==> src/hdl/rv_core_pkg.sv <==
// ------------------------------
// RV64I multicycle core package.
// Widths, opcode and ALU encodings,
// decode and control words, retire record.
// ------------------------------
`default_nettype none

package rv_core_pkg;

    localparam int XLEN       = 64;
    localparam int ILEN       = 32;
    localparam int REG_ADDR_W = 5;

    // Major opcodes kept in this core.
    typedef enum logic [6:0] {
        OPC_OP     = 7'b0110011,
        OPC_OP_IMM = 7'b0010011,
        OPC_LUI    = 7'b0110111,
        OPC_AUIPC  = 7'b0010111,
        OPC_JAL    = 7'b1101111,
        OPC_BRANCH = 7'b1100011
    } opcode_e;

    typedef enum logic [3:0] {
        ALU_ADD, ALU_SUB, ALU_AND, ALU_OR, ALU_XOR,
        ALU_SLL, ALU_SRL, ALU_SRA, ALU_SLT, ALU_SLTU
    } alu_op_e;

    typedef enum logic [1:0] {IMM_I, IMM_U, IMM_B, IMM_J} imm_sel_e;

    // ------------------------------
    // Datapath mux selects.
    // ------------------------------
    typedef enum logic [1:0] {SRC_A_PC, SRC_A_OLD_PC, SRC_A_REG} src_a_e;
    typedef enum logic [1:0] {SRC_B_REG, SRC_B_IMM, SRC_B_FOUR} src_b_e;
    typedef enum logic [1:0] {RES_ALU_REG, RES_ALU, RES_IMM} result_src_e;

    typedef struct packed {
        opcode_e                cls;
        alu_op_e                alu_op;
        logic [REG_ADDR_W-1:0]  rs1;
        logic [REG_ADDR_W-1:0]  rs2;
        logic [REG_ADDR_W-1:0]  rd;
        logic [XLEN-1:0]        imm;
        logic [2:0]             br_cond;
        logic                   we;
    } decode_t;

    typedef struct packed {
        logic        ir_en;
        logic        pc_en;
        logic        old_pc_en;
        logic        opnd_en;
        logic        res_en;
        logic        rf_we;
        src_a_e      src_a;
        src_b_e      src_b;
        result_src_e res_sel;
        alu_op_e     alu_op;
        logic        retire;
    } ctrl_t;

    typedef struct packed {
        logic zero;
        logic lt;
        logic ltu;
    } alu_flags_t;

    typedef struct packed {
        logic                  valid;
        logic [XLEN-1:0]       pc;
        logic [REG_ADDR_W-1:0] rd;
        logic                  we;
        logic [XLEN-1:0]       data;
    } retire_t;

endpackage

`default_nettype wire

==> src/hdl/rv_control_fsm.sv <==
// ------------------------------
// Multicycle control FSM.
// Steps fetch, decode, execute and
// writeback and drives the control word.
// ------------------------------
`timescale 1ns/1ps
`default_nettype none

module rv_control_fsm (
    input  wire logic                clk,
    input  wire logic                i_rst_n,
    input  wire logic                i_instr_valid,
    input  rv_core_pkg::decode_t     i_dec,
    input  wire logic                i_illegal,
    input  rv_core_pkg::alu_flags_t  i_flags,
    output logic                     o_fetch,
    output rv_core_pkg::ctrl_t       o_ctrl
);
    import rv_core_pkg::*;

    typedef enum logic [1:0] {S_FETCH, S_DECODE, S_EXECUTE, S_WRITEBACK} state_e;

    state_e state_q;
    state_e state_d;
    logic   armed_q;
    logic   fetch_q;
    logic   taken;

    // ------------------------------
    // State register and fetch strobe.
    // ------------------------------
    always_ff @(posedge clk) begin
        if (!i_rst_n) begin
            state_q <= S_FETCH;
            armed_q <= 1'b0;
            fetch_q <= 1'b0;
        end else begin
            state_q <= state_d;
            armed_q <= 1'b1;
            // Pulse once on entry to fetch, and once out of reset.
            fetch_q <= (state_d == S_FETCH) && ((state_q != S_FETCH) || !armed_q);
        end
    end

    assign o_fetch = fetch_q;

    always_comb begin
        case (state_q)
            S_FETCH:     state_d = i_instr_valid ? S_DECODE : S_FETCH;
            S_DECODE:    state_d = S_EXECUTE;
            S_EXECUTE:   state_d = S_WRITEBACK;
            default:     state_d = S_FETCH;
        endcase
    end

    // Branch condition from funct3.
    always_comb begin
        case (i_dec.br_cond)
            3'b000:  taken = i_flags.zero;
            3'b001:  taken = !i_flags.zero;
            3'b100:  taken = i_flags.lt;
            3'b101:  taken = !i_flags.lt;
            3'b110:  taken = i_flags.ltu;
            3'b111:  taken = !i_flags.ltu;
            default: taken = 1'b0;
        endcase
    end

    // ------------------------------
    // Control word per step.
    // ------------------------------
    always_comb begin
        o_ctrl         = '0;
        o_ctrl.src_a   = SRC_A_PC;
        o_ctrl.src_b   = SRC_B_FOUR;
        o_ctrl.res_sel = RES_ALU;
        o_ctrl.alu_op  = ALU_ADD;
        case (state_q)
            S_FETCH: begin
                // PC plus four through the ALU.
                o_ctrl.ir_en     = i_instr_valid;
                o_ctrl.old_pc_en = i_instr_valid;
                o_ctrl.pc_en     = i_instr_valid;
            end
            S_DECODE: begin
                o_ctrl.opnd_en = 1'b1;
                o_ctrl.res_en  = 1'b1;
                o_ctrl.src_a   = SRC_A_OLD_PC;
                o_ctrl.src_b   = SRC_B_IMM;
            end
            S_EXECUTE: begin
                o_ctrl.src_a   = SRC_A_REG;
                o_ctrl.src_b   = SRC_B_REG;
                o_ctrl.res_sel = RES_ALU_REG;
                if (!i_illegal) begin
                    case (i_dec.cls)
                        OPC_OP: begin
                            o_ctrl.alu_op = i_dec.alu_op;
                            o_ctrl.res_en = 1'b1;
                        end
                        OPC_OP_IMM: begin
                            o_ctrl.src_b  = SRC_B_IMM;
                            o_ctrl.alu_op = i_dec.alu_op;
                            o_ctrl.res_en = 1'b1;
                        end
                        OPC_BRANCH: begin
                            o_ctrl.alu_op = ALU_SUB;
                            o_ctrl.pc_en  = taken;
                        end
                        OPC_JAL: o_ctrl.pc_en = 1'b1;
                        default: o_ctrl.pc_en = 1'b0;
                    endcase
                end
            end
            default: begin
                o_ctrl.retire  = 1'b1;
                o_ctrl.rf_we   = i_dec.we;
                o_ctrl.res_sel = RES_ALU_REG;
                if (i_dec.cls == OPC_LUI) begin
                    o_ctrl.res_sel = RES_IMM;
                end else if (i_dec.cls == OPC_JAL) begin
                    // Link value is old PC plus four.
                    o_ctrl.res_sel = RES_ALU;
                    o_ctrl.src_a   = SRC_A_OLD_PC;
                end
            end
        endcase
    end

endmodule

`default_nettype wire

==> config.mk <==
export PLATFORM = sky130hd
export DESIGN_NAME = rv_control_fsm
export DESIGN_NICKNAME = d
export VERILOG_FILES = /design/src/hdl/rv_core_pkg.sv /design/src/hdl/rv_control_fsm.sv
export SDC_FILE = /design/constraint.sdc
export NUM_CORES = 1
export LEC_CHECK = 0
export BUFFER_PORTS_ARGS = -buffer_cell sky130_fd_sc_hd__buf_2
export CAP_MARGIN = 20
export CORE_MARGIN = 2
export CORE_UTILIZATION = 19
export CTS_CLUSTER_DIAMETER = 50
export DETAILED_ROUTE_END_ITERATION = 8
export HOLD_SLACK_MARGIN = 0.08
export PLACE_DENSITY_LB_ADDON = 0.1
export SETUP_SLACK_MARGIN = 0.4
export SYNTH_ARGS = -nofsm -noshare
export SYNTH_HDL_FRONTEND = slang
export SYNTH_SLANG_ARGS = --single-unit
==> constraint.sdc <==
create_clock -name clk -period 2.24 [get_ports clk]
set_input_delay 0.448 -clock clk [delete_from_list [all_inputs] [get_ports clk]]
set_output_delay 0.448 -clock clk [all_outputs]
set_load 0.01 [all_outputs]
* Word-level counts from Yosys, hierarchy flattened
Cells that the tools add are included.
Word-level totals: bits in registers 4, bits of input ports 101, output and inout bits 18, logic and storage cells 53
Operators by class: eq/ne operators 12, multiplexer cells 25, reduce and logical (&&, ||, !) cells 13
Operator list (number):
- $eq 7x6->1 const B | 2
- $eq 7x7->1 const B | 2
- $eq 3x3->1 const B | 4
- $mux 1 | 12
- $pmux 2 s3 | 2
- $mux 4 | 2
- $pmux 2 s2 | 2
- $pmux 4 s2 | 1
- $eq 7x5->1 const B | 1
- $pmux 1 s2 | 3
- $pmux 1 s6 | 1
- $logic_not 1->1 | 4
- $logic_not 2->1 | 2
- $mux 2 | 2
- $reduce_or 2->1 | 2
- $eq 3x1->1 const B | 1
- $logic_not 3->1 | 1
- $reduce_or 3->1 | 1
- $eq 2x1->1 const B | 1
- $eq 2x2->1 const B | 1
- $reduce_bool 2->1 | 1
- $logic_and 1x1->1 | 1
- $logic_or 1x1->1 | 1

* Logic depth before layout (Yosys ltp)
depth in word-level cells 5, mapped depth 6, mapped depth without buffers 6

* Worst setup path before layout
No wires, ideal clock.
path type in2out, from in i_dec[88] (netlist name), to out o_ctrl[7] (netlist name), data arrival time 1.429 ns, required time 1.792 ns, slack 0.363 ns, stages on the path 4, path buffers 0, cell sequence nand2_1 -> or4b_4 -> nor3_4 -> a22o_1
RTL lines:
- start: declaration | RTL line rv_control_fsm.sv:13 | input rv_core_pkg::decode_t i_dec,
- end: declaration | RTL line rv_control_fsm.sv:17 | output rv_core_pkg::ctrl_t o_ctrl

==> metrics.yaml <==
final_layout:
  mostFrequentLayoutCells: "buf_2 (34), nor2_1 (7), buf_6 (5)"
  stdcell_area_sq_um: 755.7
  fin_util_pct: 38.13
  layout_commonest_cell: "buf_2"
  final_nets: 203
  fillerInstances: 210
  diodes: 0
  layout-drive-gt1-share_pct: 65.63
  final_cells: 123
  area_growth_pct: 87.00
sta:
  holdWs_ps: 338.6
  fin_ws_ps: 175.7
  fin_crit_sh_pct: 92.16
  setup_viol: 0
  slew_viol_final: 0
  relSlewSlack_pct: 77.52
  finClkSkew_ps: 2.160
  finalCriticalPeriod_ps: 2064
  hold_viol_final: 0
  fmax_ghz: 0.4844
  rsz0062_at_grt: "yes"
  tns_ps: 0
  worst_pin_slew_ps: 328.7
power:
  p_comb_share_pct: 55.2
  ir_drop_mv: 0.4142
  netSwitchingPower_uw: 155.8
  p_leak_nw: 0.3974
  fin_total_pwr_uw: 411.7
  power.internal_uw: 255.9
  p_per_area_mw_per_mm2: 544.7
  power_frac_clock_pct: 22.1
  seqPwrFrac_pct: 22.6
  power.share.switching_pct: 37.84
drt:
  postRouteAntennaNets: 0
  first_iter_violations: 9
  num_vias: 525
  drc: 0
  wl_per_cell_um: 11.24
  first_pass_iters: 4
  drt_wl_total_mm: 1.382
  vias_per_cell: 4.268
yosys:
  synthFlopType: "dfxtp_1"
  yosys_warnings: 0
  syn_avg_cell_area_sq_um: 7.772
  async_reset_ff_share_pct: 0
  postSynthCellCount: 52
  synth_area_sq_um: 404.1
  synth_seq_cells: 4
  synth_edf_count: 0
  ys_seq_area_share_pct: 19.81
  synth_nets: 157
  ys_types: 24
cts:
  cts_buffers: 3
  clk_transition_reported_paths_ps: 40
  clk_latency_ps: 240
  cts_tree: "done"
  cts_root_buf: "clkbuf_4"
  clkSinkCount: 4
  clockBufferDepth: 2
  cts_hold_buf: 0
  cts_max_level: 1
die:
  initial_core_util_pct: 20.39
  core_sq_mm: 0.001982
  die_h_um: 50.12
  die_x_um: 50.12
  die_area_sq_mm: 0.002512
  rows: 16
  top_level_ports: 119
critical_path:
  crit_chain: "buf_6 -> or4b_4 -> nor3_4 -> and2_2 -> buf_2"
  slowest_stage: "or4b_4"
  cp_top_family: "simple AND/OR/NAND/NOR gates"
  crit_path_max_fanout: 6
  crit_required_ps: 1790
  criticalPathCategory: "in2out"
  cpPeakStageDelay_ps: 540
  worstPathArrival_ps: 1620
  end_kind: "output pin"
  cp_num_buf_inv: 2
  cp-start-kind: "primary input"
place:
  place_ws_ps: 101.8
  place.gp.congestion: 0.7817
  dp_hpwl_mm: 1.136
  port-buffer-count: 39
  placed_area_sq_um: 628.1
  place_inst: 117
grt:
  grt_pass1_vias: 525
  grt_max_degree: 7
  grt_use_met2_pct: 18.42
  grt_overflow: 0
  antenna_found_initial: 0
  grt_util_met3_pct: 3.939
  grt-busiest-layer: "met2"
  grt_pass1_wl_mm: 2.214
  grtUsageTotal_pct: 11.88
  met1_usage_pct: 14.63
outcome:
  outcome: "complete, no violations"
min_path:
  min_path_type: "in2reg"
run:
  max_cap_viol_count: 0
-- power groups by stage --
stage               Clock (mW)  Combinational (mW)  Sequential, mW
floorplan                    0               0.105          0.0918
global placement             0               0.182          0.0913
detailed placement           0               0.183          0.0916
CTS                     0.0950               0.206          0.0899
global route             0.100               0.253          0.0951
finish                  0.0911               0.227          0.0932
-- state kept, by name, indices dropped and copies added (netlist names) --
name / count
armed_q: 1
state_q: 2
o_fetch: 1
-- Yosys cell counts, types with 2 or more instances --
master	n	area share [%]
a21oi_1	2	2.5
and2_1	2	3.1
and2_2	3	5.6
dfxtp_1	4	20
ha_1	4	12
inv_1	6	5.6
mux2i_1	2	5.0
nand2_1	3	2.8
nor2_1	8	7.4
o21ai_0	3	3.7
xnor2_1	2	4.3
-- cells by family after synthesis --
| group | Yosys count | share of synthesized area (%) |
|---|---|---|
| AO/OA/AOI/OAI | 10 | 17.03 |
| AND/OR/NAND/NOR | 23 | 34.06 |
| XOR/XNOR | 2 | 4.335 |
| multiplexers | 2 | 4.954 |
| flip-flops | 4 | 19.82 |
| adder cells (fa/ha/maj) | 4 | 12.38 |
| buffers and inverters | 7 | 7.431 |
-- path summary, 6_finish.rpt --
check / slack [ps] / endpoint / cells past startpoint / from
setup / recovery: 180 / o_ctrl[4] / 5 / i_dec[93]
hold / removal: 340 / armed_q / 1 / i_rst_n
setup reg to reg: 1060 / o_fetch / 5 / state_q[1]
hold reg to reg: 430 / o_fetch / 1 / armed_q
-- area by class of cell --
type                       instances  area, sq um  share of cell area [%]
timing repair buffer              42        249.0                   32.95
inverter                           6        22.52                   2.980
multi-input combinational         41        342.8                   45.36
sequential                         4        85.08                   11.26
tap                               27        33.78                   4.470
clock buffer                       3        22.52                   2.980
-- routing by layer --
layer | share of wire, % | vias up
li1 | - | 270
met1 | 43 | 220
met2 | 45 | 31
met3 | 9.2 | 4
met4 | 2.2 | 0
met5 | 0 | -
-- repair_timing --
action / 4_1_cts / 5_1_grt
setup buffers: 2 / 1
cloned: 0 / 0
gates resized for setup: 13 / 9
pin swaps: 2 / 4
setup endpoints to repair: 8 / 10
Note: power is estimated with default switching activity, not from simulation.
