## config.mk

```make
export PLATFORM = sky130hd
export DESIGN_NAME = rv_decode
export DESIGN_NICKNAME = d
export VERILOG_FILES = /design/src/hdl/rv_core_pkg.sv /design/src/hdl/rv_decode.sv
export SDC_FILE = /design/constraint.sdc
export NUM_CORES = 1
export LEC_CHECK = 0
export ABC_AREA = 1
export BUFFER_PORTS_ARGS = -buffer_cell sky130_fd_sc_hd__buf_2
export CORE_MARGIN = 5
export CORE_UTILIZATION = 32
export DETAILED_ROUTE_END_ITERATION = 7
export PLACE_DENSITY_LB_ADDON = 0.12
export SETUP_SLACK_MARGIN = 0.15
export SYNTH_ARGS = -nofsm -noshare
export SYNTH_HDL_FRONTEND = slang
export SYNTH_SLANG_ARGS = --single-unit
```

## constraint.sdc

```tcl
create_clock -name vclk -period 1.2
set_input_delay 0.24 -clock vclk [all_inputs]
set_output_delay 0.24 -clock vclk [all_outputs]
set_load 0.05 [all_outputs]
```

## src/hdl/rv_core_pkg.sv

```systemverilog
// ------------------------------
// RV64I multicycle core package.
// Widths, opcode and ALU encodings,
// decode and control words, retire record.
// ------------------------------
`default_nettype none

package rv_core_pkg;

    localparam int XLEN       = 64;
    localparam int ILEN       = 32;
    localparam int REG_ADDR_W = 5;

    // Major opcodes kept in this core.
    typedef enum logic [6:0] {
        OPC_OP     = 7'b0110011,
        OPC_OP_IMM = 7'b0010011,
        OPC_LUI    = 7'b0110111,
        OPC_AUIPC  = 7'b0010111,
        OPC_JAL    = 7'b1101111,
        OPC_BRANCH = 7'b1100011
    } opcode_e;

    typedef enum logic [3:0] {
        ALU_ADD, ALU_SUB, ALU_AND, ALU_OR, ALU_XOR,
        ALU_SLL, ALU_SRL, ALU_SRA, ALU_SLT, ALU_SLTU
    } alu_op_e;

    typedef enum logic [1:0] {IMM_I, IMM_U, IMM_B, IMM_J} imm_sel_e;

    // ------------------------------
    // Datapath mux selects.
    // ------------------------------
    typedef enum logic [1:0] {SRC_A_PC, SRC_A_OLD_PC, SRC_A_REG} src_a_e;
    typedef enum logic [1:0] {SRC_B_REG, SRC_B_IMM, SRC_B_FOUR} src_b_e;
    typedef enum logic [1:0] {RES_ALU_REG, RES_ALU, RES_IMM} result_src_e;

    typedef struct packed {
        opcode_e                cls;
        alu_op_e                alu_op;
        logic [REG_ADDR_W-1:0]  rs1;
        logic [REG_ADDR_W-1:0]  rs2;
        logic [REG_ADDR_W-1:0]  rd;
        logic [XLEN-1:0]        imm;
        logic [2:0]             br_cond;
        logic                   we;
    } decode_t;

    typedef struct packed {
        logic        ir_en;
        logic        pc_en;
        logic        old_pc_en;
        logic        opnd_en;
        logic        res_en;
        logic        rf_we;
        src_a_e      src_a;
        src_b_e      src_b;
        result_src_e res_sel;
        alu_op_e     alu_op;
        logic        retire;
    } ctrl_t;

    typedef struct packed {
        logic zero;
        logic lt;
        logic ltu;
    } alu_flags_t;

    typedef struct packed {
        logic                  valid;
        logic [XLEN-1:0]       pc;
        logic [REG_ADDR_W-1:0] rd;
        logic                  we;
        logic [XLEN-1:0]       data;
    } retire_t;

endpackage

`default_nettype wire

```

## src/hdl/rv_decode.sv

```systemverilog
// ------------------------------
// Instruction decoder.
// Splits the instruction register, picks
// class and ALU op, extends the immediate.
// ------------------------------
`timescale 1ns/1ps
`default_nettype none

module rv_decode (
    input  wire logic [rv_core_pkg::ILEN-1:0] i_instr,
    output rv_core_pkg::decode_t              o_dec,
    output logic                              o_illegal
);
    import rv_core_pkg::*;

    logic [6:0] opcode;
    logic [2:0] funct3;
    logic [6:0] funct7;
    imm_sel_e   imm_sel;

    assign opcode = i_instr[6:0];
    assign funct3 = i_instr[14:12];
    assign funct7 = i_instr[31:25];

    always_comb begin
        o_dec.cls     = opcode_e'(opcode);
        o_dec.alu_op  = ALU_ADD;
        o_dec.rs1     = i_instr[19:15];
        o_dec.rs2     = i_instr[24:20];
        o_dec.rd      = i_instr[11:7];
        o_dec.br_cond = funct3;
        o_dec.we      = 1'b1;
        o_illegal     = 1'b0;
        imm_sel       = IMM_I;
        case (opcode)
            OPC_OP: begin
                case ({funct7, funct3})
                    10'b0000000_000: o_dec.alu_op = ALU_ADD;
                    10'b0100000_000: o_dec.alu_op = ALU_SUB;
                    10'b0000000_001: o_dec.alu_op = ALU_SLL;
                    10'b0000000_010: o_dec.alu_op = ALU_SLT;
                    10'b0000000_011: o_dec.alu_op = ALU_SLTU;
                    10'b0000000_100: o_dec.alu_op = ALU_XOR;
                    10'b0000000_101: o_dec.alu_op = ALU_SRL;
                    10'b0100000_101: o_dec.alu_op = ALU_SRA;
                    10'b0000000_110: o_dec.alu_op = ALU_OR;
                    10'b0000000_111: o_dec.alu_op = ALU_AND;
                    default:         o_illegal    = 1'b1;
                endcase
            end
            OPC_OP_IMM: begin
                case (funct3)
                    3'b000: o_dec.alu_op = ALU_ADD;
                    3'b010: o_dec.alu_op = ALU_SLT;
                    3'b011: o_dec.alu_op = ALU_SLTU;
                    3'b100: o_dec.alu_op = ALU_XOR;
                    3'b110: o_dec.alu_op = ALU_OR;
                    3'b111: o_dec.alu_op = ALU_AND;
                    3'b001: begin
                        o_dec.alu_op = ALU_SLL;
                        o_illegal    = (i_instr[31:26] != 6'b000000);
                    end
                    default: begin
                        // Bit 30 separates srai from srli.
                        o_dec.alu_op = i_instr[30] ? ALU_SRA : ALU_SRL;
                        o_illegal    = ({i_instr[31], i_instr[29:26]} != 5'b00000);
                    end
                endcase
            end
            OPC_LUI, OPC_AUIPC: imm_sel = IMM_U;
            OPC_JAL:            imm_sel = IMM_J;
            OPC_BRANCH: begin
                imm_sel   = IMM_B;
                o_dec.we  = 1'b0;
                o_illegal = (funct3 == 3'b010) || (funct3 == 3'b011);
            end
            default: o_illegal = 1'b1;
        endcase
        if (o_illegal) begin
            o_dec.we = 1'b0;
        end
    end

    // Sign extension per format.
    always_comb begin
        case (imm_sel)
            IMM_U: o_dec.imm = {{(XLEN-32){i_instr[31]}}, i_instr[31:12], 12'b0};
            IMM_B: o_dec.imm = {{(XLEN-13){i_instr[31]}}, i_instr[31], i_instr[7],
                                i_instr[30:25], i_instr[11:8], 1'b0};
            IMM_J: o_dec.imm = {{(XLEN-21){i_instr[31]}}, i_instr[31], i_instr[19:12],
                                i_instr[20], i_instr[30:21], 1'b0};
            default: o_dec.imm = {{(XLEN-12){i_instr[31]}}, i_instr[31:20]};
        endcase
    end

endmodule

`default_nettype wire

```

After elaboration in Yosys (flattened, before gate mapping):

Cells that the tools add are included.

* multiplexer cells: 11
* equal/unequal tests: 24
* reductions and logical operators: 9

Operator list (number)
* $pmux 31 s3: 1
* $eq 10x3->1 const B: 4
* $pmux 4 s9: 1
* $pmux 4 s7: 1
* $eq 10x2->1 const B: 2
* $eq 10x9->1 const B: 2
* $eq 7x5->1 const B: 2
* $eq 7x6->1 const B: 2
* $eq 7x7->1 const B: 2
* $eq 10x1->1 const B: 1
* $logic_not 10->1: 1
* $reduce_or 10->1: 1
* $eq 3x3->1 const B: 3
* $pmux 4 s2: 1
* $eq 3x2->1 const B: 2
* $pmux 2 s3: 1
* $reduce_bool 6->1: 1
* $reduce_or 6->1: 1
* $reduce_bool 5->1: 1
* $eq 2x2->1 const B: 2
* $mux 1: 4
* $pmux 1 s4: 1
* $eq 3x1->1 const B: 1
* $logic_not 3->1: 1
* other kinds (5): 5

* input bits: 32
* word-level logic and storage cells: 44
* bits in registers: 0
* output and inout bits: 95

Logic depth before layout (Yosys ltp):

Gate-level depths: netlist of the first run.

* depth after elaboration: 5
* depth in mapped cells: 10
* mapped depth without buffers: 9

Worst setup path after synthesis of the first run:

No wires, ideal clock.

* path type: input-to-output
* from: input i_instr[1] (netlist name)
* to: output o_dec[85] (netlist name)
* buffers on the path: 0
* data required time: 0.960 ns
* stages on the path: 6
* path slack: -0.969 ns
* arrival: 1.929 ns
* cells stage by stage: nand2_1 > inv_1 > nand3_1 > nor2_2 > inv_1 > o32ai_1

RTL lines
* start: declaration: RTL line rv_decode.sv:10 `input wire logic [rv_core_pkg::ILEN-1:0] i_instr,`
* end: declaration: RTL line rv_decode.sv:11 `output rv_core_pkg::decode_t o_dec,`

==> results of run 1 <==
-- metal layers --
layer / global-route usage / wire length (µm)
met2: 0.459 / 4500
met5: 0 / 0
met4: 0.0390 / 479
met3: 0.0465 / 667
met1: 0.202 / 2520
-- cell families (layout without fill, tap and decap cells) --
logic type             after synthesis  in the layout  share of synthesized area
AND/OR/NAND/NOR                     94             94                      0.381
AO/OA/AOI/OAI                       23             23                      0.115
buffers and inverters               91            204                      0.504
-- layout make-up --
| class | instances | share of cell area |
|---|---|---|
| tap | 46 | 0.0180 |
| timing repair buffer | 174 | 0.527 |
| multi-input combinational | 117 | 0.405 |
| inverter | 30 | 0.0497 |
-- where the power goes --
part           internal [mW]  switching, mW
combinational          0.547           1.05
sequential                 0              0
clock                      0              0
-- how the worst min path moves through the flow --
| stage | startpoint | endpoint | slack, ns | cells past startpoint |
|---|---|---|---|---|
| after detailed placement | i_instr[11] | o_dec[72] | 0.78 | 2 |
| after floorplan | i_instr[13] | o_dec[85] | 0.64 | 1 |
| after global placement | i_instr[17] | o_dec[80] | 0.78 | 2 |
| after global routing | i_instr[2] | o_dec[89] | 0.79 | 2 |
| after CTS | i_instr[16] | o_dec[79] | 0.78 | 2 |
| final | i_instr[21] | o_dec[74] | 0.79 | 2 |
-- cells in the final DEF (no fill, tap or decap), drive strengths merged --
master    instances
o21ai            18
clkinv            1
o31ai             1
nand4             2
clkinvlp          1
clkbuf            2
a21boi            1
nand3            12
nor2             32
o22ai             1
nand2            44
buf             172
o32ai             1
inv              28
nor3              4
o221ai            1
-- worst max-delay path, delay by kind of cell --
family / cells / cell delay [ns]
buf+inv: 3 / 0.38
simple gates: 8 / 0.89
-- timing repair --
item	CTS	global route
endpoints found under the setup margin	60	55
endpoints found under the hold margin	0	0
resized for setup	177	54
gates cloned	1	0
pin swaps	26	20
buffers inserted	6	3
==> qor.csv, run 1 <==
metric,value,unit
Detail Route Antenna Nets,0,
hpwl dp,3710,µm
outcome,"finished, violations left",
Mapped Nets,240,
Tcrit/Tclk final,1.48,
"top cells by area, synth","buf_4 40%, nand2_1 13%, inv_1 8.4%, o21ai_0 8.1%, nor2_1 8.1%",
relative slew slack,0.813,
warnings from Yosys,0,
Unique masters post-synth,19,
Placed Area,2300,µm²
Mapped Area,1120,µm²
failing checks,setup timing,
Worst Path Max Fanout,5,
Max Cap Viol,0,
FF/Latch Area,0,µm²
grt ovf,0,
Power Density,500,nW/µm²
most common cell in the netlist,buf_4,
WP data required,0.96,ns
antenna violations before repair,0,
Worst-Margin Slew,0.281,ns
io pins,127,
synthesized instance count,208,
critical path startpoint,i_instr[13],
Final Hold Vio Count,0,
Startpoint Class,input port,
DR WL/cell,22.3,µm
share of cells above drive strength 1,0.875,
Max stage delay on crit path,0.21,ns
IO buf count,127,
worst hold slack,0.790,ns
Die Span X,69.1,µm
Die H,69.1,µm
crit end category,output pin,
Peak VDD IR,0.000371,V
largest area contributor in the netlist,buf_4,
Layout fillers,88,
GPL Wtd Cong,0.912,
fin crit period,1.77,ns
Placed Instances,358,
Final Slew Violations,0,
CP Data Arrival Time,1.53,ns
vias in the first global route,1848,
FF+latch count,0,
"critical path, cell by cell",buf_2 > inv_2 > nand2_2 > nor2_1 > nand2_1 > nand2_1 > nor2_4 > nand3_2 > nand2_4 > nor2_4 > buf_8,
Total GRT Usage,0.214,
final worst slack,-0.573,ns
endpoints failing setup,37,
final non-filler cell total,367,
Multi-input gate area,1290,µm²
starting density of the core,0.332,
first-pass GRT wire length,8770,µm
RSZ-0062 raised after global routing,true,
fin area,3190,µm²
fmax,564,MHz
die area,4770,µm²
Final #Nets,355,
crit path to,o_dec[0],
"Seq/Total Area, Yosys",0,
setup TNS,-12.62,ns
Min-Delay Path Class,input port to output pin,
# rows,21,
DR DRC count,0,
most frequent cells after synthesis,"59 x buf_4, 39 x nand2_1, 25 x inv_1",
Layout Utilization,0.950,
Pwr Total,1.60,mW
largest net degree at the start of global routing,25,
Avg Inst Size Synth,5.37,µm²
hold buffer count at CTS,0,
Crit Path Class,input port to output pin,
drt via density,5.30,
Routed Wire Length,8170,µm
DR iter-0 viols,117,
pre-CTS setup slack,-0.560,ns
Core Box Area,3360,µm²
clkbuf count,0,
via count,1946,
post-synth top area share,0.396,
Area growth syn-to-layout,186,%
DRT Pass-1 Iters,4,
Static Leak,1.52,nW
antenna cells,0,
Critical-path top delay cell,nor2_1,
No activity file was read; power rests on OpenSTA's default activity.
==> run 2, diff against run 1 <==
- CELL_PAD_IN_SITES_DETAIL_PLACEMENT: unset -> 0
- CELL_PAD_IN_SITES_GLOBAL_PLACEMENT: unset -> 1
- CORE_UTILIZATION: 32 -> 18
==> run 2 against run 1 <==
  * The run still ends with setup timing left
  * Core utilization down 42 points
  * Setup slack better by 0.23 ns
  * Die area rose by 65%
  * Highest routed layer is now met3
  * Cell count is 8.7% higher
  * Total power shrank 5.5%
  * Design area shrank 0.47%
  * First-iteration DRC count fell by 91%
  * Critical path depth fell by 1
  * Routed wire length shrank 40%
  * Largest cell class unchanged
==> qor.csv, run 2 (synthesis gave the netlist of run 1 again) <==
metric,value,unit,change
"commonest non-fill, non-tap cell in the layout",buf_4,,
Startpoint Class,input port,,
Pwr Total,1.51,mW,-5.5%
Tcrit/Tclk final,1.29,,-0.191
Core Box Area,5990,µm²,+78%
CP Data Arrival Time,1.30,ns,-0.23 ns
fin crit period,1.54,ns,-0.230 ns
"leading cell types in the layout, fill and taps excluded","66 x buf_4, 42 x buf_6, 41 x buf_2",,
fmax,648,MHz,+15%
GPL Wtd Cong,0.749,,-18%
Final Slew Violations,0,,unchanged
io pins,127,,unchanged
clkbuf count,0,,unchanged
Highest Signal Layer,met3,,
metal3 WL,579,µm,-13%
IO buf count,127,,unchanged
Final #Nets,358,,+0.85%
Max Cap Viol,0,,unchanged
Static Leak,1.50,nW,-1.7%
Worst Path Max Fanout,5,,unchanged
outcome,"finished, violations left",,
drt via density,4.01,,-24%
WP data required,0.96,ns,about the same
Layout Utilization,0.531,,-0.419
DR WL/cell,12.3,µm,-45%
DR DRC count,0,,unchanged
met2 WL,2350,µm,-48%
antenna cells,0,,unchanged
grt ovf,0,,unchanged
critical path startpoint,i_instr[13],,
DR iter-0 viols,11,,-91%
Worst-Margin Slew,0.262,ns,-0.0192 ns
Area growth syn-to-layout,185,%,
first-pass GRT wire length,7410,µm,-15%
Min-Delay Path Class,input port to output pin,,
Power Density,475,nW/µm²,-5.0%
sum of routed wire segments on met1,1990,µm,-21%
hold_sp,i_instr[21],,
starting density of the core,0.187,,-0.146
crit end category,output pin,,
pre-CTS setup slack,-0.585,ns,-0.0255 ns
final worst slack,-0.343,ns,+0.230 ns
endpoints failing setup,37,,unchanged
vias in the first global route,1573,,-15%
hpwl dp,4030,µm,+8.6%
Crit Path Class,input port to output pin,,
Worst Hold Depth,2,,unchanged
Routed Wire Length,4920,µm,-40%
via count,1598,,-18%
Placed Area,2360,µm²,+2.4%
largest net degree at the start of global routing,35,,+40%
fin area,3180,µm²,-0.47%
FF/Latch Area,0,µm²,unchanged
Hold Crit Endpoint,o_dec[74],,
hold buffer count at CTS,0,,unchanged
share of cells above drive strength 1,0.877,,+0.00115
Peak VDD IR,0.000251,V,-32%
Die H,88.8,µm,+29%
FF+latch count,0,,unchanged
relative slew slack,0.825,,+0.0128
die area,7880,µm²,+65%
Detail Route Antenna Nets,0,,unchanged
Die Span X,88.8,µm,+29%
Final Hold Vio Count,0,,unchanged
# rows,28,,+33%
Total GRT Usage,0.114,,-0.100
antenna violations before repair,0,,unchanged
RSZ-0062 raised after global routing,true,,
failing checks,setup timing,,
DRT Pass-1 Iters,2,,-2
run 2: cell count changes in the layout (fill, tap and decap cells not counted), sizes merged:
| cell | previous run | this run |
|---|---|---|
| buf | 172 | 176 |
| clkbuf | 2 | 1 |
run 2: power by group:
group	switching (mW)	leakage (nW)	total, mW	internal, mW
Combinational	0.975	1.50	1.51	0.534
Clock	0	0	0	0
Sequential	0	0	0	0
Total	0.975	1.50	1.51	0.534
run 2: worst max path at each step:
stage                to  depth (start not counted)
2_1_floorplan  o_dec[0]                          9
3_3_place_gp   o_dec[0]                          9
3_5_place_dp   o_dec[0]                         10
4_1_cts        o_dec[0]                         11
5_1_grt        o_dec[0]                         11
6_report       o_dec[0]                         10
run 2: area by class of cell:
| class | count | area (µm²) |
|---|---|---|
| repair buffers | 177 | 1640 |
| fillers | 551 | 2810 |
| multi-input cells | 117 | 1290 |
| well taps | 75 | 93.8 |
| inverters | 30 | 156 |
run 2: routing by layer:
| metal | vias to the layer above | track usage |
|---|---|---|
| li1 | 824 | - |
| met1 | 696 | 0.152 |
| met2 | 78 | 0.200 |
| met3 | 0 | 0.0242 |
| met4 | 0 | 0 |
| met5 | - | 0 |
run 2: stage by stage:
step | setup TNS, ns | std cells | hold slack [ns]
after floorplan | -4.33 | 208 | 0.636
after global placement | -19.81 | 391 | 0.783
after detailed placement | -20.21 | 391 | 0.782
after CTS | -8.87 | 396 | 0.783
after global routing | -11.17 | 399 | 0.790
final | -9.40 | 399 | 0.782
run 2: what timing repair did:
action                                 in CTS  in global routing
gates cloned                                0                  1
resized for setup                         178                 43
setup buffers                               5                  2
endpoints found under the hold margin       0                  0
pin swaps                                  30                 13
setup endpoints to repair                  71                 71
run 2: worst max-delay path, cell delays in order:
cell	delay, ns
buf_4	0.14
buf_4	0.15
nor2_4	0.10
nand3_1	0.10
nand3_2	0.09
nor2_2	0.04
nor2_2	0.11
nand2_4	0.09
nor2_4	0.09
buf_6	0.16
